**src/common/servo_pkg.sv**
```systemverilog
package servo_pkg;

    ////////////////////////////////////////////////////////////////////////////
    // Bus widths
    ////////////////////////////////////////////////////////////////////////////
    localparam int ADDR_W   = 22;                   // Both Wishbone buses
    localparam int DATA_W   = 32;
    localparam int THRESH_W = 18;                   // Core threshold field

    localparam logic [THRESH_W-1:0] START_THRESH = 18'd3500;  // Loaded at reset

    ////////////////////////////////////////////////////////////////////////////
    // Trigger core address map and commands
    ////////////////////////////////////////////////////////////////////////////
    localparam logic [ADDR_W-1:0] CORE_CMD_ADDR    = 22'h000;  // Command / status
    localparam logic [ADDR_W-1:0] CORE_THRESH_BASE = 22'h100;  // Threshold wr, count rd
    localparam logic [ADDR_W-1:0] CORE_CE_BASE     = 22'h200;  // Per-beam enable strobes

    localparam logic [DATA_W-1:0] CMD_START_COUNT = 32'd1;     // Status bit 0 = window done
    localparam logic [DATA_W-1:0] CMD_APPLY       = 32'd2;     // Apply pending thresholds

    localparam int BOOT_CYCLES = 31;                // Idle time before first writes

    // Control loop states
    typedef enum logic [2:0] {
        BOOT,
        POLL,          // Start count window
        WAIT_DONE,     // Poll status until window done
        READ_COUNTS,
        CALC,
        WRITE_THRESH,
        ENABLE,        // Per-beam CE writes
        APPLY
    } servo_state_e;

    // Software slave states
    typedef enum logic [1:0] {
        IDLE,
        WRITE,
        READ,
        ACK
    } slave_state_e;

    // Slave register decode
    typedef enum logic [2:0] {
        REG_COUNT,     // Address bit 8
        REG_THRESH,    // Address bit 9
        REG_KP,        // Offset 0
        REG_TARGET,    // Offset 4
        REG_NONE
    } reg_sel_e;

endpackage

```
**src/design/rate_reg_slave.sv**
```systemverilog
`timescale 1ns/1ps

module rate_reg_slave #(
    parameter int NBEAMS       = 2,
    parameter int START_TARGET = 100,
    parameter int START_KP     = 1
) (
    input  logic                            wb_clk_i,
    input  logic                            rst_i,
    input  logic                            wb_cyc_i,
    input  logic                            wb_stb_i,
    input  logic                            wb_we_i,
    input  logic [servo_pkg::ADDR_W-1:0]    wb_adr_i,
    input  logic [servo_pkg::DATA_W-1:0]    wb_dat_i,
    output logic                            wb_ack_o,
    output logic [servo_pkg::DATA_W-1:0]    wb_dat_o,
    output logic [7:0]                      rd_idx_o,
    input  logic [servo_pkg::DATA_W-1:0]    count_rd_i,
    input  logic [servo_pkg::THRESH_W-1:0]  thresh_rd_i,
    output logic [servo_pkg::DATA_W-1:0]    kp_o,
    output logic [servo_pkg::DATA_W-1:0]    target_o
);

    servo_pkg::slave_state_e         state;
    servo_pkg::reg_sel_e             sel;
    logic                            idx_ok;    // Beam index in range
    logic [servo_pkg::DATA_W-1:0]    rd_val;

    assign rd_idx_o = wb_adr_i[7:0];            // Beam select for counts/thresholds
    assign idx_ok   = (rd_idx_o < NBEAMS);
    assign wb_ack_o = (state == servo_pkg::ACK);

    // Address decode, counts win over thresholds
    always_comb begin
        if (wb_adr_i[8])                 sel = servo_pkg::REG_COUNT;
        else if (wb_adr_i[9])            sel = servo_pkg::REG_THRESH;
        else if (wb_adr_i[7:0] == 8'h00) sel = servo_pkg::REG_KP;
        else if (wb_adr_i[7:0] == 8'h04) sel = servo_pkg::REG_TARGET;
        else                             sel = servo_pkg::REG_NONE;
    end

    always_comb begin
        case (sel)
            servo_pkg::REG_COUNT:  rd_val = idx_ok ? count_rd_i : '0;
            servo_pkg::REG_THRESH: rd_val = idx_ok ? servo_pkg::DATA_W'(thresh_rd_i) : '0;
            servo_pkg::REG_KP:     rd_val = kp_o;
            servo_pkg::REG_TARGET: rd_val = target_o;
            default:               rd_val = '0;     // Unmapped reads as zero
        endcase
    end

    ////////////////////////////////////////////////////////////////////////////
    // Fixed-latency slave FSM
    ////////////////////////////////////////////////////////////////////////////
    always_ff @(posedge wb_clk_i) begin
        if (rst_i) begin
            state    <= servo_pkg::IDLE;
            kp_o     <= servo_pkg::DATA_W'(START_KP);
            target_o <= servo_pkg::DATA_W'(START_TARGET);
        end else begin
            case (state)
                servo_pkg::IDLE:
                    if (wb_cyc_i && wb_stb_i)
                        state <= wb_we_i ? servo_pkg::WRITE : servo_pkg::READ;
                servo_pkg::WRITE: begin
                    state <= servo_pkg::ACK;
                    if (sel == servo_pkg::REG_KP)     kp_o     <= wb_dat_i;
                    if (sel == servo_pkg::REG_TARGET) target_o <= wb_dat_i;
                end
                servo_pkg::READ: state <= servo_pkg::ACK;
                default:         state <= servo_pkg::IDLE;   // ACK lasts one cycle
            endcase
        end
    end

    // Read data, sampled while the master still holds the address
    always_ff @(posedge wb_clk_i) begin
        if (state == servo_pkg::READ) wb_dat_o <= rd_val;
    end

    // Decode works on the live address, so the master holds its request until ack
    req_held: assert property (@(posedge wb_clk_i) disable iff (rst_i)
        (state == servo_pkg::WRITE || state == servo_pkg::READ) |->
            wb_cyc_i && wb_stb_i && $stable(wb_adr_i));

endmodule

```
**src/design/rate_servo_top.sv**
```systemverilog
`timescale 1ns/1ps

module rate_servo_top #(
    parameter int NBEAMS       = 2,
    parameter int COUNT_MARGIN = 10,
    parameter int START_TARGET = 100,
    parameter int START_KP     = 1
) (
    input  logic                            wb_clk_i,
    input  logic                            rst_i,
    // Software slave bus
    input  logic                            wb_cyc_i,
    input  logic                            wb_stb_i,
    input  logic                            wb_we_i,
    input  logic [servo_pkg::ADDR_W-1:0]    wb_adr_i,
    input  logic [servo_pkg::DATA_W-1:0]    wb_dat_i,
    output logic                            wb_ack_o,
    output logic [servo_pkg::DATA_W-1:0]    wb_dat_o,
    // Trigger core master bus
    output logic                            core_cyc_o,
    output logic                            core_stb_o,
    output logic                            core_we_o,
    output logic [servo_pkg::ADDR_W-1:0]    core_adr_o,
    output logic [servo_pkg::DATA_W-1:0]    core_dat_o,
    input  logic                            core_ack_i,
    input  logic [servo_pkg::DATA_W-1:0]    core_dat_i
);

    logic                            req, req_we, done;
    logic [servo_pkg::ADDR_W-1:0]    req_adr;
    logic [servo_pkg::DATA_W-1:0]    req_dat, rd_data, count, count_rd, kp, target;
    logic [7:0]                      beam_idx, rd_idx;
    logic                            count_wr, calc_start, calc_done, commit;
    logic [servo_pkg::THRESH_W-1:0]  new_thresh, thresh_rd;

    ////////////////////////////////////////////////////////////////////////////
    // Software side
    ////////////////////////////////////////////////////////////////////////////
    rate_reg_slave #(.NBEAMS(NBEAMS), .START_TARGET(START_TARGET), .START_KP(START_KP))
    u_slave (
        .wb_clk_i, .rst_i, .wb_cyc_i, .wb_stb_i, .wb_we_i, .wb_adr_i, .wb_dat_i,
        .wb_ack_o, .wb_dat_o, .rd_idx_o(rd_idx), .count_rd_i(count_rd),
        .thresh_rd_i(thresh_rd), .kp_o(kp), .target_o(target)
    );

    ////////////////////////////////////////////////////////////////////////////
    // Servo loop toward the core
    ////////////////////////////////////////////////////////////////////////////
    loop_sequencer #(.NBEAMS(NBEAMS)) u_seq (
        .wb_clk_i, .rst_i, .req_o(req), .req_we_o(req_we), .req_adr_o(req_adr),
        .req_dat_o(req_dat), .done_i(done), .rd_data_i(rd_data), .beam_idx_o(beam_idx),
        .count_wr_o(count_wr), .count_o(count), .calc_start_o(calc_start),
        .commit_o(commit), .calc_done_i(calc_done), .new_thresh_i(new_thresh)
    );

    trig_bus_master u_master (
        .wb_clk_i, .rst_i, .req_i(req), .req_we_i(req_we), .req_adr_i(req_adr),
        .req_dat_i(req_dat), .done_o(done), .rd_data_o(rd_data), .core_cyc_o,
        .core_stb_o, .core_we_o, .core_adr_o, .core_dat_o, .core_ack_i, .core_dat_i
    );

    threshold_calc #(.NBEAMS(NBEAMS), .COUNT_MARGIN(COUNT_MARGIN)) u_calc (
        .wb_clk_i, .rst_i, .beam_idx_i(beam_idx), .count_wr_i(count_wr), .count_i(count),
        .calc_start_i(calc_start), .commit_i(commit), .kp_i(kp), .target_i(target),
        .rd_idx_i(rd_idx), .calc_done_o(calc_done), .new_thresh_o(new_thresh),
        .count_rd_o(count_rd), .thresh_rd_o(thresh_rd)
    );

endmodule

```
**src/servo_loop/loop_sequencer.sv**
```systemverilog
`timescale 1ns/1ps

module loop_sequencer #(
    parameter int NBEAMS = 2
) (
    input  logic                            wb_clk_i,
    input  logic                            rst_i,
    output logic                            req_o,
    output logic                            req_we_o,
    output logic [servo_pkg::ADDR_W-1:0]    req_adr_o,
    output logic [servo_pkg::DATA_W-1:0]    req_dat_o,
    input  logic                            done_i,
    input  logic [servo_pkg::DATA_W-1:0]    rd_data_i,
    output logic [7:0]                      beam_idx_o,
    output logic                            count_wr_o,
    output logic [servo_pkg::DATA_W-1:0]    count_o,
    output logic                            calc_start_o,
    output logic                            commit_o,
    input  logic                            calc_done_i,
    input  logic [servo_pkg::THRESH_W-1:0]  new_thresh_i
);

    localparam int BOOT_W = $clog2(servo_pkg::BOOT_CYCLES + 1);

    servo_pkg::servo_state_e         state;
    logic [BOOT_W-1:0]               boot_cnt;
    logic                            pending;    // Core transaction open
    logic                            issue;
    logic                            last_beam;
    logic                            nxt_we;
    logic [servo_pkg::ADDR_W-1:0]    nxt_adr;
    logic [servo_pkg::DATA_W-1:0]    nxt_dat;

    assign last_beam = (beam_idx_o == 8'(NBEAMS - 1));
    // Every state but BOOT and CALC is one bus step
    assign issue = !pending && (state != servo_pkg::BOOT) && (state != servo_pkg::CALC);

    assign count_wr_o   = (state == servo_pkg::READ_COUNTS) && done_i;
    assign count_o      = rd_data_i;
    assign calc_start_o = count_wr_o && last_beam;        // Last count in, start calc
    assign commit_o     = (state == servo_pkg::APPLY) && done_i;

    // Transaction for the current step
    always_comb begin
        nxt_we  = 1'b1;
        nxt_adr = servo_pkg::CORE_CMD_ADDR;
        nxt_dat = '0;
        case (state)
            servo_pkg::WRITE_THRESH: begin
                nxt_adr = servo_pkg::CORE_THRESH_BASE + servo_pkg::ADDR_W'(beam_idx_o);
                nxt_dat = servo_pkg::DATA_W'(new_thresh_i);
            end
            servo_pkg::ENABLE: begin
                nxt_adr = servo_pkg::CORE_CE_BASE + servo_pkg::ADDR_W'(beam_idx_o);
                nxt_dat = 32'd1;
            end
            servo_pkg::APPLY: nxt_dat = servo_pkg::CMD_APPLY;
            servo_pkg::POLL:  nxt_dat = servo_pkg::CMD_START_COUNT;
            servo_pkg::WAIT_DONE: nxt_we = 1'b0;            // Status read
            servo_pkg::READ_COUNTS: begin
                nxt_we  = 1'b0;
                nxt_adr = servo_pkg::CORE_THRESH_BASE + servo_pkg::ADDR_W'(beam_idx_o);
            end
            default: ;
        endcase
    end

    ////////////////////////////////////////////////////////////////////////////
    // Control loop FSM
    ////////////////////////////////////////////////////////////////////////////
    always_ff @(posedge wb_clk_i) begin
        req_o <= 1'b0;                                      // One-cycle strobe
        if (rst_i) begin
            state      <= servo_pkg::BOOT;
            boot_cnt   <= BOOT_W'(servo_pkg::BOOT_CYCLES - 1);
            pending    <= 1'b0;
            beam_idx_o <= '0;
        end else begin
            if (issue) begin
                req_o   <= 1'b1;
                pending <= 1'b1;
            end
            if (done_i) pending <= 1'b0;
            case (state)
                servo_pkg::BOOT:
                    if (boot_cnt == '0) state <= servo_pkg::WRITE_THRESH;
                    else boot_cnt <= boot_cnt - 1'b1;
                servo_pkg::WRITE_THRESH:
                    if (done_i) begin
                        beam_idx_o <= last_beam ? 8'd0 : beam_idx_o + 8'd1;
                        if (last_beam) state <= servo_pkg::ENABLE;
                    end
                servo_pkg::ENABLE:
                    if (done_i) begin
                        beam_idx_o <= last_beam ? 8'd0 : beam_idx_o + 8'd1;
                        if (last_beam) state <= servo_pkg::APPLY;
                    end
                servo_pkg::APPLY:     if (done_i) state <= servo_pkg::POLL;
                servo_pkg::POLL:      if (done_i) state <= servo_pkg::WAIT_DONE;
                servo_pkg::WAIT_DONE:
                    if (done_i && rd_data_i[0]) state <= servo_pkg::READ_COUNTS; // Else re-poll
                servo_pkg::READ_COUNTS:
                    if (done_i) begin
                        beam_idx_o <= last_beam ? 8'd0 : beam_idx_o + 8'd1;
                        if (last_beam) state <= servo_pkg::CALC;
                    end
                default:                                    // CALC
                    if (calc_done_i) state <= servo_pkg::WRITE_THRESH;
            endcase
        end
    end

    // Request payload
    always_ff @(posedge wb_clk_i) begin
        if (issue) begin
            req_we_o  <= nxt_we;
            req_adr_o <= nxt_adr;
            req_dat_o <= nxt_dat;
        end
    end

    // The master has to finish before the next request goes out
    one_outstanding: assert property (@(posedge wb_clk_i) disable iff (rst_i)
        req_o |=> (!req_o until_with done_i));

endmodule

```
**src/servo_loop/threshold_calc.sv**
```systemverilog
`timescale 1ns/1ps

module threshold_calc #(
    parameter int NBEAMS       = 2,
    parameter int COUNT_MARGIN = 10
) (
    input  logic                            wb_clk_i,
    input  logic                            rst_i,
    input  logic [7:0]                      beam_idx_i,
    input  logic                            count_wr_i,
    input  logic [servo_pkg::DATA_W-1:0]    count_i,
    input  logic                            calc_start_i,
    input  logic                            commit_i,
    input  logic [servo_pkg::DATA_W-1:0]    kp_i,
    input  logic [servo_pkg::DATA_W-1:0]    target_i,
    input  logic [7:0]                      rd_idx_i,
    output logic                            calc_done_o,
    output logic [servo_pkg::THRESH_W-1:0]  new_thresh_o,
    output logic [servo_pkg::DATA_W-1:0]    count_rd_o,
    output logic [servo_pkg::THRESH_W-1:0]  thresh_rd_o
);

    localparam int IDX_W = (NBEAMS > 1) ? $clog2(NBEAMS) : 1;
    localparam int XW    = servo_pkg::DATA_W + 1;               // Room for carry
    localparam logic [servo_pkg::THRESH_W-1:0] THRESH_MAX = '1;

    logic [servo_pkg::DATA_W-1:0]    count_q  [NBEAMS];         // Last measured counts
    logic [servo_pkg::THRESH_W-1:0]  thresh_q [NBEAMS];         // Applied in the core
    logic [servo_pkg::THRESH_W-1:0]  recalc_q [NBEAMS];         // Pending next apply
    logic                            walk_busy;
    logic [IDX_W-1:0]                walk_idx;
    logic [XW-1:0]                   hi_lim, lo_lim, walk_cnt, up_sum;
    logic [servo_pkg::THRESH_W-1:0]  walk_thr, next_thr;

    assign calc_done_o  = walk_busy && (walk_idx == IDX_W'(NBEAMS - 1));
    assign new_thresh_o = recalc_q[beam_idx_i[IDX_W-1:0]];
    assign count_rd_o   = count_q[rd_idx_i[IDX_W-1:0]];        // Range checked in slave
    assign thresh_rd_o  = thresh_q[rd_idx_i[IDX_W-1:0]];

    // Step rule for the beam being walked, clipped to the threshold range
    always_comb begin
        hi_lim   = {1'b0, target_i} + XW'(COUNT_MARGIN);
        lo_lim   = {1'b0, target_i} - XW'(COUNT_MARGIN);
        walk_cnt = {1'b0, count_q[walk_idx]};
        walk_thr = thresh_q[walk_idx];
        up_sum   = XW'(walk_thr) + {1'b0, kp_i};
        next_thr = walk_thr;
        if (walk_cnt > hi_lim)                                  // Rate high, raise
            next_thr = (up_sum > XW'(THRESH_MAX)) ? THRESH_MAX : up_sum[servo_pkg::THRESH_W-1:0];
        else if (target_i >= servo_pkg::DATA_W'(COUNT_MARGIN) && walk_cnt < lo_lim)
            next_thr = (kp_i > servo_pkg::DATA_W'(walk_thr)) ? '0 :
                       walk_thr - kp_i[servo_pkg::THRESH_W-1:0];
    end

    always_ff @(posedge wb_clk_i) begin
        if (rst_i) begin
            walk_busy <= 1'b0;
            walk_idx  <= '0;
            for (int i = 0; i < NBEAMS; i++) begin
                count_q[i]  <= '0;
                thresh_q[i] <= servo_pkg::START_THRESH;
                recalc_q[i] <= servo_pkg::START_THRESH;
            end
        end else begin
            if (count_wr_i) count_q[beam_idx_i[IDX_W-1:0]] <= count_i;
            if (calc_start_i) begin
                walk_busy <= 1'b1;
                walk_idx  <= '0;
            end else if (walk_busy) begin                       // One beam per cycle
                recalc_q[walk_idx] <= next_thr;
                walk_idx           <= walk_idx + 1'b1;
                if (calc_done_o) walk_busy <= 1'b0;
            end
            if (commit_i) thresh_q <= recalc_q;                 // Core has applied them
        end
    end

    count_idx_range: assert property (@(posedge wb_clk_i) disable iff (rst_i)
        count_wr_i |-> beam_idx_i < NBEAMS);

endmodule

```
**src/servo_loop/trig_bus_master.sv**
```systemverilog
`timescale 1ns/1ps

module trig_bus_master (
    input  logic                            wb_clk_i,
    input  logic                            rst_i,
    input  logic                            req_i,
    input  logic                            req_we_i,
    input  logic [servo_pkg::ADDR_W-1:0]    req_adr_i,
    input  logic [servo_pkg::DATA_W-1:0]    req_dat_i,
    output logic                            done_o,
    output logic [servo_pkg::DATA_W-1:0]    rd_data_o,
    output logic                            core_cyc_o,
    output logic                            core_stb_o,
    output logic                            core_we_o,
    output logic [servo_pkg::ADDR_W-1:0]    core_adr_o,
    output logic [servo_pkg::DATA_W-1:0]    core_dat_o,
    input  logic                            core_ack_i,
    input  logic [servo_pkg::DATA_W-1:0]    core_dat_i
);

    logic busy;                                   // Cycle open on the core bus

    assign core_cyc_o = busy;                     // cyc and stb move together
    assign core_stb_o = busy;

    always_ff @(posedge wb_clk_i) begin
        if (rst_i) begin
            busy   <= 1'b0;
            done_o <= 1'b0;
        end else begin
            done_o <= 1'b0;
            if (req_i) begin
                busy <= 1'b1;
            end else if (busy && core_ack_i) begin
                busy   <= 1'b0;                   // Drop on the edge after ack
                done_o <= 1'b1;
            end
        end
    end

    // Address, data and read capture
    always_ff @(posedge wb_clk_i) begin
        if (req_i) begin
            core_we_o  <= req_we_i;
            core_adr_o <= req_adr_i;
            core_dat_o <= req_dat_i;
        end
        if (busy && core_ack_i) rd_data_o <= core_dat_i;
    end

    // Request held unchanged until the core acks
    hold_until_ack: assert property (@(posedge wb_clk_i) disable iff (rst_i)
        core_stb_o && !core_ack_i |=>
            core_stb_o && $stable(core_adr_o) && $stable(core_dat_o) && $stable(core_we_o));

endmodule

```
**config.mk**
```make
export PLATFORM = sky130hd
export DESIGN_NAME = rate_servo_top
export DESIGN_NICKNAME = d
export VERILOG_FILES = /design/src/common/servo_pkg.sv /design/src/design/rate_reg_slave.sv /design/src/design/rate_servo_top.sv /design/src/servo_loop/loop_sequencer.sv /design/src/servo_loop/threshold_calc.sv /design/src/servo_loop/trig_bus_master.sv
export SDC_FILE = /design/constraint.sdc
export NUM_CORES = 1
export LEC_CHECK = 0
export ABC_AREA = 1
export BUFFER_PORTS_ARGS = -buffer_cell sky130_fd_sc_hd__buf_2
export CORE_MARGIN = 2
export CORE_UTILIZATION = 29
export DETAILED_ROUTE_END_ITERATION = 8
export SYNTH_ARGS = -nofsm -noshare
export SYNTH_HDL_FRONTEND = slang
export SYNTH_SLANG_ARGS = --single-unit
```
**constraint.sdc**
```tcl
create_clock -name wb_clk_i -period 3.45 [get_ports wb_clk_i]
set_input_delay 0.69 -clock wb_clk_i [delete_from_list [all_inputs] [get_ports wb_clk_i]]
set_output_delay 0.69 -clock wb_clk_i [all_outputs]
set_load 0.01 [all_outputs]
```
==> metrics <==
status=complete, but fails checks; final worst slack=-0.441 ns; leading cell type in the layout, fill and taps excluded=nand2_1; Routed Antenna Nets=0; # IOs=182; maximum clock rate=0.257 GHz; largest net degree at the start of global routing=122; Avg Inst Size Synth=7.75 um2; dpl cells=3911; Most Frequent Cell on Critical Path=nand3_2; number of synthesized flops with an enable pin=186; CP startpoint kind=flop; CTS H-tree depth=2; first-pass GRT wire length=107000 um; Post-Layout Cell Count=3998; clk buf depth=3; commonest non-fill, non-tap cells in the layout=nand2_1, inv_1, nor2_1; drt pass-1 iters=7; ant diodes=0; CTS tree=yes; Synth Cell Area=21100 um2; Mapped Cells=2727; DIE AREA=75000 um2; Final setup violation count=36; Hold WC Path Type=input pin to flop; DR vias=19500; Tmin final=3.89 ns; # DRC=0; Post-CTS Hold Buffers=0; initial antenna violation count=4; Clock Skews=0.0167 ns; power density over the cells=402 nW/um2; Num CTS Buffers=39; Final GP Congestion=0.978; Arrival @ worst endpoint=4.33 ns; final total power=10400 uW; mean routed wirelength per cell=18.1 um; Crit Path Category=flop to flop; Critical Path Start=u_slave.target_o[2]; FF-to-FF Start=u_slave.target_o[2]; nets@finish=3245; Global Route Usage Sum=0.186; slowest cell on the critical path=dfxtp_2; hpwl dp=55300 um; CP Max Fanout=7; Cell variety after synth=55; Slew @ Worst Pin=1.14 ns; synth-to-layout area growth=23.0%; max cap viols=0; clock-pin slew on the worst setup and hold paths=0.06 ns; HP Start=core_dat_i[26]; core region area=71900 um2; Die X=274 um; static leakage=0.0114 uW; YS warnings=0; Hold Slack=0.291 ns; Final period util=1.13; Initial Utilization=0.294; vias in the first global route=18200; FF+latch count, synth=347; Crit. End Element=flop; total routed wirelength=72200 um; Port Buffer Count=143; Rows=98; clk_lat worst skew=0.57 ns; ratio of cells with drive above 1 in the final layout=0.191; Die Span Y=274 um; unrepaired setup endpoints after global routing=true; Fill cells=7584; gr ovfl total=0; root buf cell=clkbuf_16; share of synthesized area occupied by flip-flops and latches=0.417; VDD IR max=0.321 mV; Top FF cell, synth=edfxtp_1; failing checks=setup timing; headroom to the max-slew limit=0.239; Largest stage delay, worst path=0.35 ns; final hold violations=0; FFs w/ async S/R, synth=0; WP data required=3.89 ns; fin. max-slew vios=0; via density per instance=4.89; DRC marker count from the first detailed-route iteration=1812; CTS sink cnt=347
cells by family (layout without fill, tap and decap cells):
logic type / Yosys count / after routing / synth area share
flip-flops: 347 / 347 / 0.417
multiplexers: 12 / 12 / 0.00640
adder cells (fa/ha/maj): 135 / 135 / 0.0807
AND/OR/NAND/NOR: 1112 / 1112 / 0.229
XOR/XNOR: 71 / 71 / 0.0294
AO/OA/AOI/OAI: 554 / 554 / 0.142
other: 1 / 26 / 0.000178
buffers and inverters: 495 / 791 / 0.0951
synthesized netlist by cell type, types with 9 or more instances:
cell / instances / share of area
mux2_2: 12 / 0.0064
ha_1: 133 / 0.079
inv_1: 341 / 0.061
edfxtp_1: 186 / 0.26
nor2_2: 15 / 0.0044
o221ai_1: 33 / 0.014
o21ai_0: 236 / 0.056
a21oi_1: 239 / 0.057
o211ai_1: 16 / 0.0057
nor2_1: 277 / 0.049
nand3_1: 136 / 0.032
nor3_1: 32 / 0.0076
clkbuf_1: 87 / 0.015
nand4_1: 60 / 0.018
buf_4: 31 / 0.011
nand2_1: 540 / 0.096
inv_2: 19 / 0.0034
dfxtp_1: 161 / 0.15
nand2_2: 9 / 0.0027
xor2_1: 70 / 0.029
nor4_1: 14 / 0.0041
sequential cells by signal (all words and copies together), names as in the netlist, named ones only:
register,cells
u_seq.beam_idx_o,8
u_slave.kp_o,32
u_calc.count_q,64
u_seq.req_o,1
u_calc.thresh_q,36
u_seq.boot_cnt,5
u_master.core_dat_o,18
u_slave.state,2
u_seq.req_adr_o,10
u_calc.recalc_q,36
u_calc.walk_busy,1
u_seq.pending,1
u_slave.target_o,32
u_calc.walk_idx,1
u_master.rd_data_o,32
u_master.core_we_o,1
u_master.core_adr_o,10
u_slave.wb_dat_o,32
u_seq.state,3
u_master.core_cyc_o,1
u_seq.req_we_o,1
u_seq.req_dat_o,18
u_master.done_o,1
per-layer routing:
layer	vias up	track usage	part of all wire
met1	9096	0.266	0.46
met3	128	0.0332	0.076
met2	684	0.285	0.43
met5	-	0	0.00039
li1	9622	-	-
met4	4	0.0558	0.036
stage by stage:
| stage | util | cell area [um2] | setup slack [ns] | TNS (ns) |
|---|---|---|---|---|
| global route | 0.361 | 26000 | -0.689 | -21.61 |
| detailed placement | 0.335 | 24100 | -0.424 | -13.89 |
| floorplan | - | 21200 | 0.00911 | 0 |
| CTS | 0.353 | 25400 | -0.289 | -8.88 |
| global placement | 0.335 | 24100 | -0.389 | -12.19 |
| finish | 0.361 | 26000 | -0.441 | -11.85 |
report_power, final:
part           internal [uW]  switching (uW)  leakage [uW]
Clock                   2490            1770      0.000629
Sequential              4840             131       0.00310
Combinational            371             830       0.00765
Total                   7700            2730        0.0114
what timing repair did:
action,in CTS,in global routing
pin swaps,1,28
setup buffers,3,7
resized for setup,9,96
gates cloned,0,6
setup endpoints to repair,36,36
area by class of cell:
cell class | count | area, um2 | share of cell area
multi-input cells | 1910 | 10800 | 0.417
flip-flops and latches | 347 | 8810 | 0.339
repair buffers | 357 | 2480 | 0.0957
inverters | 363 | 1360 | 0.0525
well taps | 950 | 1190 | 0.0458
clock buffers | 53 | 1110 | 0.0428
clock inverters | 18 | 176 | 0.00679
final timing paths:
path / end / slack (ns) / depth (start not counted)
worst max register to register: u_calc.recalc_q[27] / -0.44 / 26
worst min-delay path: u_master.rd_data_o[26] / 0.29 / 1
worst max-delay path: u_calc.recalc_q[27] / -0.44 / 26
worst min register to register: u_master.core_adr_o[8] / 0.42 / 0
worst max-delay path, delay by kind of cell (launching register included):
family                   cells  cell delay [ns]
AO/OA/AOI/OAI                1             0.07
XOR/XNOR                     1             0.18
adder cells (fa/ha/maj)      2             0.41
buffers and inverters        3             0.41
flip-flops                   1             0.35
AND/OR/NAND/NOR             19             2.32
(Power assumes the default switching activity.)
